$ cat src/mul_arith_pkg.sv
package mul_arith_pkg;

   // data path width of the core
   localparam int unsigned XLEN = 32;

   // one architectural register value
   typedef logic [XLEN-1:0] word_t;

   // operand with one extra sign bit for the 33x33 multiplier
   typedef logic signed [XLEN:0] ext_word_t;

   // full signed product of two extended operands
   typedef logic signed [2*XLEN+1:0] prod_t;

   // carry-less product, top bit is always zero so it is left out
   typedef logic [2*XLEN-2:0] clmul_raw_t;

   // reflected CRC32 polynomial, normal form 0x04C11DB7
   localparam word_t CRC32_POLY_REV = 32'hEDB8_8320;

   // reflected CRC32C (castagnoli) polynomial, normal form 0x1EDC6F41
   localparam word_t CRC32C_POLY_REV = 32'h82F6_3B78;

endpackage

$ cat src/mul_op_pkg.sv
package mul_op_pkg;

   import mul_arith_pkg::*;

   // operation code seen by the execution unit
   typedef enum logic [3:0] {
      MUL      = 4'd0,
      MULH     = 4'd1,
      MULHSU   = 4'd2,
      MULHU    = 4'd3,
      CLMUL    = 4'd4,
      CLMULH   = 4'd5,
      CLMULR   = 4'd6,
      CRC32_B  = 4'd7,
      CRC32_H  = 4'd8,
      CRC32_W  = 4'd9,
      CRC32C_B = 4'd10,
      CRC32C_H = 4'd11,
      CRC32C_W = 4'd12
   } mul_op_e;

   // number of rs1 bits consumed by one CRC step
   typedef enum logic [1:0] {
      CRC_SZ_BYTE = 2'd0,
      CRC_SZ_HALF = 2'd1,
      CRC_SZ_WORD = 2'd2
   } crc_size_e;

   // bit positions inside the one-hot clmul select
   localparam int unsigned CLMUL_SEL_LO  = 0;
   localparam int unsigned CLMUL_SEL_HI  = 1;
   localparam int unsigned CLMUL_SEL_REV = 2;

   typedef logic [2:0] clmul_sel_t;

   typedef struct packed {
      logic      crc_en;
      logic      castagnoli;
      crc_size_e crc_size;
   } crc_sel_t;

   // decoded packet handed from decode to the bitmanip unit and x stage
   typedef struct packed {
      logic       valid;
      logic       low;
      ext_word_t  rs1_ext;
      ext_word_t  rs2_ext;
      logic       bit_sel;
      clmul_sel_t clmul_sel;
      crc_sel_t   crc_sel;
   } mul_ctl_t;

endpackage

$ cat src/bitmanip_unit.sv
`timescale 1ns/1ps

module bitmanip_unit
   import mul_arith_pkg::*;
   import mul_op_pkg::*;
(
   input  mul_ctl_t ctl_i,
   input  word_t    rs1_i,
   input  word_t    rs2_i,
   output logic     bit_sel_o,
   output word_t    bit_result_o
);

   word_t clmul_result;
   word_t crc_result;

   // carry-less multiply of the raw operands
   clmul_unit u_clmul_unit (
      .rs1_i    (rs1_i),
      .rs2_i    (rs2_i),
      .sel_i    (ctl_i.clmul_sel),
      .result_o (clmul_result)
   );

   // crc step over the low bits of rs1
   crc_unit u_crc_unit (
      .data_i       (rs1_i),
      .en_i         (ctl_i.crc_sel.crc_en),
      .castagnoli_i (ctl_i.crc_sel.castagnoli),
      .size_i       (ctl_i.crc_sel.crc_size),
      .crc_o        (crc_result)
   );

   // both results are zero when not selected
   // so a plain or merges them
   assign bit_result_o = clmul_result | crc_result;

   // any bitmanip op overrides the product in the x stage
   assign bit_sel_o = ctl_i.bit_sel;

endmodule

$ cat src/clmul_unit.sv
`timescale 1ns/1ps

module clmul_unit
   import mul_arith_pkg::*;
   import mul_op_pkg::*;
(
   input  word_t      rs1_i,
   input  word_t      rs2_i,
   input  clmul_sel_t sel_i,
   output word_t      result_o
);

   clmul_raw_t clmul_raw;

   // xor of rs1 shifted by every set bit position of rs2
   always_comb
   begin
      clmul_raw = '0;
      for (int i = 0; i < XLEN; i++)
      begin
         if (rs2_i[i])
         begin
            clmul_raw = clmul_raw ^ (clmul_raw_t'(rs1_i) << i);
         end
      end
   end

   // word select, a zero select gives zero
   // clmul   : product bits 31..0
   // clmulh  : product bits 62..32, top bit zero
   // clmulr  : product bits 62..31
   always_comb
   begin
      result_o = '0;
      if (sel_i[CLMUL_SEL_LO])
      begin
         result_o = result_o | clmul_raw[XLEN-1:0];
      end
      if (sel_i[CLMUL_SEL_HI])
      begin
         result_o = result_o | {1'b0, clmul_raw[2*XLEN-2:XLEN]};
      end
      if (sel_i[CLMUL_SEL_REV])
      begin
         result_o = result_o | clmul_raw[2*XLEN-2:XLEN-1];
      end
   end

endmodule

$ cat src/crc_unit.sv
`timescale 1ns/1ps

module crc_unit
   import mul_arith_pkg::*;
   import mul_op_pkg::*;
(
   input  word_t     data_i,
   input  logic      en_i,
   input  logic      castagnoli_i,
   input  crc_size_e size_i,
   output word_t     crc_o
);

   word_t      poly;
   logic [5:0] n_steps;
   word_t      crc_val;

   assign poly = castagnoli_i ? CRC32C_POLY_REV : CRC32_POLY_REV;

   // bits of rs1 folded in by this step
   always_comb
   begin
      case (size_i)
         CRC_SZ_BYTE:
         begin
            n_steps = 6'd8;
         end
         CRC_SZ_HALF:
         begin
            n_steps = 6'd16;
         end
         default:
         begin
            n_steps = 6'd32;
         end
      endcase
   end

   // reflected crc, shift right and fold in the poly
   // whenever the bit leaving the register is set
   always_comb
   begin
      crc_val = data_i;
      for (int i = 0; i < XLEN; i++)
      begin
         if (i < n_steps)
         begin
            crc_val = (crc_val >> 1) ^ (poly & {XLEN{crc_val[0]}});
         end
      end
   end

   // quiet unless a crc op is selected
   assign crc_o = en_i ? crc_val : '0;

endmodule

$ cat src/mul_ctl_top.sv
`timescale 1ns/1ps

module mul_ctl_top
   import mul_arith_pkg::*;
   import mul_op_pkg::*;
#(
   parameter bit ENABLE_CLMUL = 1'b1,
   parameter bit ENABLE_CRC   = 1'b1
)
(
   input  logic    clk_i,
   input  logic    arst_n_i,
   input  logic    valid_i,
   input  mul_op_e op_i,
   input  word_t   rs1_i,
   input  word_t   rs2_i,
   output word_t   result_o
);

   // decoded packet, combinational from the inputs
   mul_ctl_t ctl;

   // bitmanip result ahead of the x stage register
   logic  bit_sel_d;
   word_t bit_result_d;

   mul_decode #(
      .ENABLE_CLMUL (ENABLE_CLMUL),
      .ENABLE_CRC   (ENABLE_CRC)
   ) u_mul_decode (
      .valid_i (valid_i),
      .op_i    (op_i),
      .rs1_i   (rs1_i),
      .rs2_i   (rs2_i),
      .ctl_o   (ctl)
   );

   bitmanip_unit u_bitmanip_unit (
      .ctl_i        (ctl),
      .rs1_i        (rs1_i),
      .rs2_i        (rs2_i),
      .bit_sel_o    (bit_sel_d),
      .bit_result_o (bit_result_d)
   );

   // one cycle of latency, result_o follows the register
   mul_x_stage u_mul_x_stage (
      .clk_i        (clk_i),
      .arst_n_i     (arst_n_i),
      .ctl_i        (ctl),
      .bit_sel_i    (bit_sel_d),
      .bit_result_i (bit_result_d),
      .result_o     (result_o)
   );

endmodule

$ cat src/mul_decode.sv
`timescale 1ns/1ps

module mul_decode
   import mul_arith_pkg::*;
   import mul_op_pkg::*;
#(
   parameter bit ENABLE_CLMUL = 1'b1,
   parameter bit ENABLE_CRC   = 1'b1
)
(
   input  logic     valid_i,
   input  mul_op_e  op_i,
   input  word_t    rs1_i,
   input  word_t    rs2_i,
   output mul_ctl_t ctl_o
);

   logic rs1_sign;
   logic rs2_sign;

   always_comb
   begin
      // everything starts out as MULHU
      rs1_sign    = 1'b0;
      rs2_sign    = 1'b0;
      ctl_o       = '0;
      ctl_o.valid = valid_i;

      case (op_i)
         MUL:
         begin
            // low word is the same for any operand sign
            ctl_o.low = 1'b1;
         end
         MULH:
         begin
            rs1_sign = 1'b1;
            rs2_sign = 1'b1;
         end
         MULHSU:
         begin
            rs1_sign = 1'b1;
         end
         CLMUL:
         begin
            ctl_o.clmul_sel[CLMUL_SEL_LO] = 1'b1;
         end
         CLMULH:
         begin
            ctl_o.clmul_sel[CLMUL_SEL_HI] = 1'b1;
         end
         CLMULR:
         begin
            ctl_o.clmul_sel[CLMUL_SEL_REV] = 1'b1;
         end
         CRC32_B, CRC32_H, CRC32_W, CRC32C_B, CRC32C_H, CRC32C_W:
         begin
            ctl_o.crc_sel.crc_en     = 1'b1;
            ctl_o.crc_sel.castagnoli = op_i inside {CRC32C_B, CRC32C_H, CRC32C_W};
            if (op_i inside {CRC32_B, CRC32C_B})
            begin
               ctl_o.crc_sel.crc_size = CRC_SZ_BYTE;
            end
            else if (op_i inside {CRC32_H, CRC32C_H})
            begin
               ctl_o.crc_sel.crc_size = CRC_SZ_HALF;
            end
            else
            begin
               ctl_o.crc_sel.crc_size = CRC_SZ_WORD;
            end
         end
         default:
         begin
            // MULHU and unused codes keep the defaults
            ctl_o.low = 1'b0;
         end
      endcase

      // a disabled extension falls back to MULHU
      if (!ENABLE_CLMUL)
      begin
         ctl_o.clmul_sel = '0;
      end
      if (!ENABLE_CRC)
      begin
         ctl_o.crc_sel = '0;
      end

      ctl_o.bit_sel = (|ctl_o.clmul_sel) | ctl_o.crc_sel.crc_en;

      // extra top bit carries the sign only for signed operands
      ctl_o.rs1_ext = {rs1_sign & rs1_i[XLEN-1], rs1_i};
      ctl_o.rs2_ext = {rs2_sign & rs2_i[XLEN-1], rs2_i};
   end

endmodule

$ cat src/mul_x_stage.sv
`timescale 1ns/1ps

module mul_x_stage
   import mul_arith_pkg::*;
   import mul_op_pkg::*;
(
   input  logic     clk_i,
   input  logic     arst_n_i,
   input  mul_ctl_t ctl_i,
   input  logic     bit_sel_i,
   input  word_t    bit_result_i,
   output word_t    result_o
);

   logic      low_x;
   ext_word_t rs1_x;
   ext_word_t rs2_x;
   logic      bit_sel_x;
   word_t     bit_result_x;
   prod_t     prod_x;

   // x stage register, loads only on a valid op
   // so the result holds through idle cycles
   always_ff @(posedge clk_i or negedge arst_n_i)
   begin
      if (!arst_n_i)
      begin
         low_x        <= 1'b0;
         rs1_x        <= '0;
         rs2_x        <= '0;
         bit_sel_x    <= 1'b0;
         bit_result_x <= '0;
      end
      else if (ctl_i.valid)
      begin
         low_x        <= ctl_i.low;
         rs1_x        <= ctl_i.rs1_ext;
         rs2_x        <= ctl_i.rs2_ext;
         bit_sel_x    <= bit_sel_i;
         bit_result_x <= bit_result_i;
      end
   end

   // 33x33 signed multiply covers all four mul variants
   assign prod_x = rs1_x * rs2_x;

   // bitmanip result wins, else low or high product word
   always_comb
   begin
      if (bit_sel_x)
      begin
         result_o = bit_result_x;
      end
      else if (low_x)
      begin
         result_o = prod_x[XLEN-1:0];
      end
      else
      begin
         result_o = prod_x[2*XLEN-1:XLEN];
      end
   end

endmodule

$ cat config.mk
export PLATFORM = sky130hd
export DESIGN_NAME = mul_ctl_top
export DESIGN_NICKNAME = d
export VERILOG_FILES = /design/src/mul_arith_pkg.sv /design/src/mul_op_pkg.sv /design/src/bitmanip_unit.sv /design/src/clmul_unit.sv /design/src/crc_unit.sv /design/src/mul_ctl_top.sv /design/src/mul_decode.sv /design/src/mul_x_stage.sv
export SDC_FILE = /design/constraint.sdc
export NUM_CORES = 2
export LEC_CHECK = 0
export BUFFER_PORTS_ARGS = -buffer_cell sky130_fd_sc_hd__buf_2
export CAP_MARGIN = 20
export CORE_MARGIN = 4
export CORE_UTILIZATION = 50
export DETAILED_ROUTE_END_ITERATION = 10
export MAX_ROUTING_LAYER = met4
export PLACE_DENSITY = 0.65
export RECOVER_POWER = 25
export SLEW_MARGIN = 20
export SYNTH_ARGS = -nofsm -noshare
export SYNTH_HDL_FRONTEND = slang
export SYNTH_SLANG_ARGS = --single-unit
export TNS_END_PERCENT = 1
$ cat constraint.sdc
create_clock -name clk_i -period 10.95 [get_ports clk_i]
set_input_delay 0.5475 -clock clk_i [delete_from_list [all_inputs] [get_ports clk_i]]
set_output_delay 0.5475 -clock clk_i [all_outputs]
set_load 0.01 [all_outputs]
Word-level counts from Yosys, hierarchy flattened. Cells that the tools add are included.

$mul: 1. Mux-type cells: 81. Equal/unequal tests: 12. Bitwise gates (word level): 101. $lt $le $gt $ge: 32. Reductions and logical operators: 8.

Operators by type and width (number): $mux 63 (31); $mux 32 (39); $and 32x32->32 (32); $xor 31x32->32 (32); $lt 5x6->1 const A (16); $mul 33x33->64 (1); $or 32x32->32 (2); $xor 63x33->63 (1); $xor 63x34->63 (1); $xor 63x35->63 (1); $xor 63x36->63 (1); $xor 63x37->63 (1); $xor 63x38->63 (1); $xor 63x39->63 (1); $xor 63x40->63 (1); $xor 63x41->63 (1); $xor 63x42->63 (1); $xor 63x43->63 (1); $xor 63x44->63 (1); $xor 63x45->63 (1); $xor 63x46->63 (1); $xor 63x47->63 (1); $xor 63x48->63 (1); $xor 63x49->63 (1); other kinds (38) (65).

Word-level logic and storage cells: 240. Input port bits: 71. Output and inout port bits: 32. Register bits: 100.

Depth between registers and ports, before layout.
Depth in word-level cells: 104. Gate-level depth with buffers: 41. Mapped depth without buffers: 39.

Cells and area by module. From an unflattened synthesis, not the netlist that was laid out.

Cell total of the unflattened synthesis: 8198. Area, all modules: 67272.0 µm².

Modules (own cells, without submodules): mul_x_stage (times used 1, seq. area each 2502.4 µm², cells each 4503, area an instance 42707.2 µm²); clmul_unit (times used 1, seq. area each 0.0 µm², cells each 2234, area an instance 13693.1 µm²); crc_unit (times used 1, seq. area each 0.0 µm², cells each 1342, area an instance 9999.6 µm²); mul_decode (times used 1, seq. area each 0.0 µm², cells each 86, area an instance 664.4 µm²); bitmanip_unit (times used 1, seq. area each 0.0 µm², cells each 33, area an instance 207.7 µm²).

Least setup slack after synthesis. No wires, ideal clock.

Path type: register to output. Start: register u_mul_x_stage.rs1_x[32]. End: output port result_o[30]. Data required time: 10.403 ns. Path buffers: 1. Arrival: 8.550 ns. Cell stages (with the launch flop): 31. Path slack: 1.853 ns. Cell sequence: dfrtp_1 -> clkbuf_1 -> nand2_1 -> inv_1 -> fa_1 -> fa_1 -> fa_1 -> inv_1 -> fa_1 -> fa_1 -> fa_1 -> fa_1 -> inv_1 -> fa_1 -> ha_1 -> a21o_1 -> a21o_1 -> a21oi_1 -> or3b_2 -> a221oi_1 -> o21bai_1 -> a31o_2 -> nand4_1 -> nand2_1 -> a21oi_1 -> nor2b_1 -> nor4_1 -> o21ai_0 -> a21o_1 -> a31o_2 -> a21oi_1.

Cells in the longest elaborated chain, start to end: 3.

Ends and longest elaborated chain: start: declaration (line mul_x_stage.sv:16) `ext_word_t rs1_x;`; start signal: assignment (line mul_x_stage.sv:37) `rs1_x <= ctl_i.rs1_ext;`; $mul 33x33->64 (line mul_x_stage.sv:45) `assign prod_x = rs1_x * rs2_x;`; $mux 32 (line mul_x_stage.sv:54) `else if (low_x)`; $mux 32 (line mul_x_stage.sv:50) `if (bit_sel_x)`; end: declaration (line mul_ctl_top.sv:17) `output word_t result_o`.

Every way passes these cells.

Worst setup path after layout.
Start: register u_mul_x_stage.rs1_x[29]. End: output port result_o[28].

Same word-level chain as after synthesis.

==> metrics.md <==
| Metric | Value |
|---|---|
| Fillcell total | 12,000 |
| First-pass GRT wire length | 343,000 µm |
| Worst setup SP type | flip-flop |
| Worst EP required | 10.40 ns |
| Port buffer count | 102 |
| TritonCTS Buffers | 9 |
| Syn Area/Cell | 8.13 µm² |
| P&R area growth vs syn | 3.89% |
| Worst Clk Skew | 0 ns |
| Netlist cell types | 95 |
| Buf/Inv on CP | 5 |
| GR Util met3 | 0.0793 |
| 1st-iter DRT viols | 6,105 |
| Crit path from | u_mul_x_stage.rs1_x[29] |
| Clock Sinks | 100 |
| Cell mode on critical path | fa_1 |
| Clock Tree Buf Depth | 2 |
| Total grt overflow | 0 |
| GP Congestion | 0.947 |
| Failing checks | capacitance limit, slew limit |
| Die Span Y | 366 µm |
| FF-to-FF Start | u_mul_x_stage.rs2_x[32] |
| PostCTS Resize Cnt | 0 |
| Worst path arrival time | 10.02 ns |
| R2r worst-path depth | 4 |
| Register area share after synthesis | 0.0391 |
| Largest net degree at the start of global routing | 74 |
| Setup CP Type | reg2out |
| Most frequent cells in the layout | 1,983 x nand2_1, 1,199 x xnor2_1, 1,125 x fa_1 |
| #FFs+latches synth | 100 |
| Postcts setup bufs | 0 |
| Met2 usage | 0.516 |
| Top FF cell, synth | dfrtp_1 |
| Antenna viol nets, final | 0 |
| Syn Nets | 9,268 |
| Clk Latency, worst-skew pair | 0.38 ns |
| Max-slew violation count | 116 |
| Initial antenna violation count | 8 |
| Total GRT Usage | 0.350 |
| Starting Density | 0.506 |
| Critical Path Max Stage Delay | 0.90 ns |
| Die area | 0.134 mm² |
| Io pins | 103 |
| Status | finished, violations left |
| Gr busiest metal | met2 |
| Via count | 53,500 |
| Levels on crit path | 30 |
| Pre-antenna DRT Iters | 6 |
| Maximum clock frequency | 0.0946 GHz |
| Max_cap viols | 2 |
| Dpl hpwl | 166,000 µm |
| Mapped Area | 0.0639 mm² |
| Clock root cell | clkbuf_16 |
| Worst Hold Depth | 2 |
| Crit-path max FO | 19 |
| Per-cell routed wire length | 24.1 µm |
| Min Tclk post-route | 10.57 ns |
| Cells after Synth | 7,860 |
| H-tree Lvls | 3 |
| Clk pin slew, worst setup/hold paths | 0.10 ns |
| Ys async rst share | 1.00 |
| Worst slew margin | -1.47 |
| Vias per cell | 5.75 |
| Final WL | 224,000 µm |
| Vias in the first global route | 55,300 |
| Worst hold start | u_mul_x_stage.bit_result_x[17] |
| Post-route setup TNS | 0 ns |
| Number of hold violations in the final report | 0 |
| Synth Warn # | 0 |
| Critical path endpoint category | primary output |
| Worst-Margin Slew | 3.71 ns |
| RSZ-0062 raised after global routing | no |
| Final setup viols | 0 |
| DRC | 0 |
| Tcrit/Tclk final | 0.965 |
| # hold bufs at CTS | 0 |
| Core Area | 0.126 mm² |
| Number of core rows | 130 |
| Crit path max-delay cell type | dfrtp_1 |
| Commonest non-fill, non-tap cell in the layout | nand2_1 |
| Number of synthesized flops with an enable pin | 0 |
| CTS tree | yes |
| Share of cells above drive strength 1 | 0.0693 |
| Fin nets | 9,038 |
| HP Class | reg2reg |
| GR Util met1 | 0.477 |
| Crit-path leading delay family | adder cells |
| Die Span X | 366 µm |
## cells in the mapped netlist, types with 6 or more instances
| master | n | share of area |
|---|---|---|
| mux2i_1 | 24 | 0.0038 |
| o221ai_1 | 19 | 0.0026 |
| or2_2 | 7 | 0.00069 |
| nand2b_1 | 44 | 0.0043 |
| nor2_1 | 190 | 0.011 |
| mux2_2 | 73 | 0.013 |
| o21a_1 | 24 | 0.0028 |
| a22oi_1 | 12 | 0.0014 |
| a21oi_2 | 6 | 0.00082 |
| a221oi_1 | 10 | 0.0014 |
| nor3_1 | 17 | 0.0013 |
| xor2_1 | 320 | 0.044 |
| buf_2 | 14 | 0.0011 |
| o21bai_1 | 19 | 0.0022 |
| buf_1 | 62 | 0.0036 |
| o21ai_0 | 122 | 0.0096 |
| clkbuf_1 | 471 | 0.028 |
| a21o_1 | 37 | 0.0043 |
| dfrtp_1 | 100 | 0.039 |
| xor2_2 | 10 | 0.0025 |
| and3_1 | 8 | 0.00078 |
| xnor2_2 | 18 | 0.0046 |
| o211ai_1 | 24 | 0.0028 |
| and2_1 | 271 | 0.027 |
| o22ai_1 | 8 | 0.00078 |
| nand4_1 | 8 | 0.00078 |
| xnor3_1 | 25 | 0.0088 |
| nor2b_1 | 15 | 0.0015 |
| inv_1 | 1026 | 0.060 |
| nand2_1 | 1984 | 0.12 |
| xnor2_4 | 6 | 0.0026 |
| ha_1 | 212 | 0.041 |
| a31oi_1 | 10 | 0.00098 |
| buf_4 | 10 | 0.0012 |
| a211oi_1 | 17 | 0.0020 |
| a21oi_1 | 170 | 0.013 |
| nand3_1 | 29 | 0.0023 |
| fa_1 | 1125 | 0.35 |
| xnor2_1 | 1199 | 0.16 |
## through the flow
step / instances / hold WS, ns / setup WS (ns) / cell area (µm²) / utilization
global placement: 9268 / 0.479 / 0.686 / 66000 / 0.522
finish: 9291 / 0.513 / 0.381 / 66400 / 0.525
CTS: 9285 / 0.262 / 0.126 / 66300 / 0.525
detailed placement: 9269 / 0.487 / 0.537 / 66000 / 0.522
floorplan: 7860 / 0.252 / 1.85 / 63900 / -
global route: 9291 / 0.521 / 0.0396 / 66400 / 0.525
## cell type report
type / count / area (µm²) / share of cell area
multi-input combinational: 6174 / 55500 / 0.835
sequential: 100 / 2530 / 0.0381
inverter: 1026 / 3850 / 0.0580
antenna: 6 / 15.0 / 0.000226
timing repair buffer: 319 / 2170 / 0.0326
tap: 1650 / 2060 / 0.0311
clock buffer: 9 / 225 / 0.00339
clock inverter: 7 / 91.3 / 0.00138
## worst register-to-register path, delay by kind of cell (launching register included)
| kind | cells | cell delay (ns) |
|---|---|---|
| buf+inv | 3 | 0.95 |
| flops | 1 | 0.34 |
| compound gates | 1 | 0.29 |
## sequential cells by signal, summed over array words and instances, names as in the netlist
register,count
u_mul_x_stage.low_x,1
u_mul_x_stage.rs2_x,33
u_mul_x_stage.rs1_x,33
u_mul_x_stage.bit_sel_x,1
u_mul_x_stage.bit_result_x,32
## per-layer routing
layer  vias up  share of wire
li1      22800              -
met2      3103           0.43
met3       626           0.12
met5         -              0
met1     26900           0.41
met4         0          0.040
## cell families (layout without fill, tap and decap cells)
group / Yosys count / count (layout) / share of synthesized area
buffers and inverters: 1586 / 1361 / 0.0943
other: 0 / 6 / 0
flip-flops: 100 / 100 / 0.0391
XOR/XNOR: 1586 / 1586 / 0.230
multiplexers: 101 / 101 / 0.0176
AND/OR/NAND/NOR: 2609 / 2609 / 0.170
AO/OA/AOI/OAI: 541 / 541 / 0.0548
adder cells (fa/ha/maj): 1337 / 1337 / 0.394
## final timing paths
| path | end | slack (ns) |
|---|---|---|
| min in group asynchronous | u_mul_x_stage.rs2_x[26] | 1.38 |
| max in group asynchronous | u_mul_x_stage.rs2_x[0] | 6.90 |
| worst max register to register | u_mul_x_stage.rs2_x[32] | 9.29 |
| worst max-delay path | result_o[28] | 0.38 |
| worst min register to register | u_mul_x_stage.bit_result_x[17] | 0.51 |
| worst min-delay path | u_mul_x_stage.bit_result_x[17] | 0.51 |
Power is not shown: default switching activity piles up to over one toggle a cycle in this logic, so the estimate is an artifact.
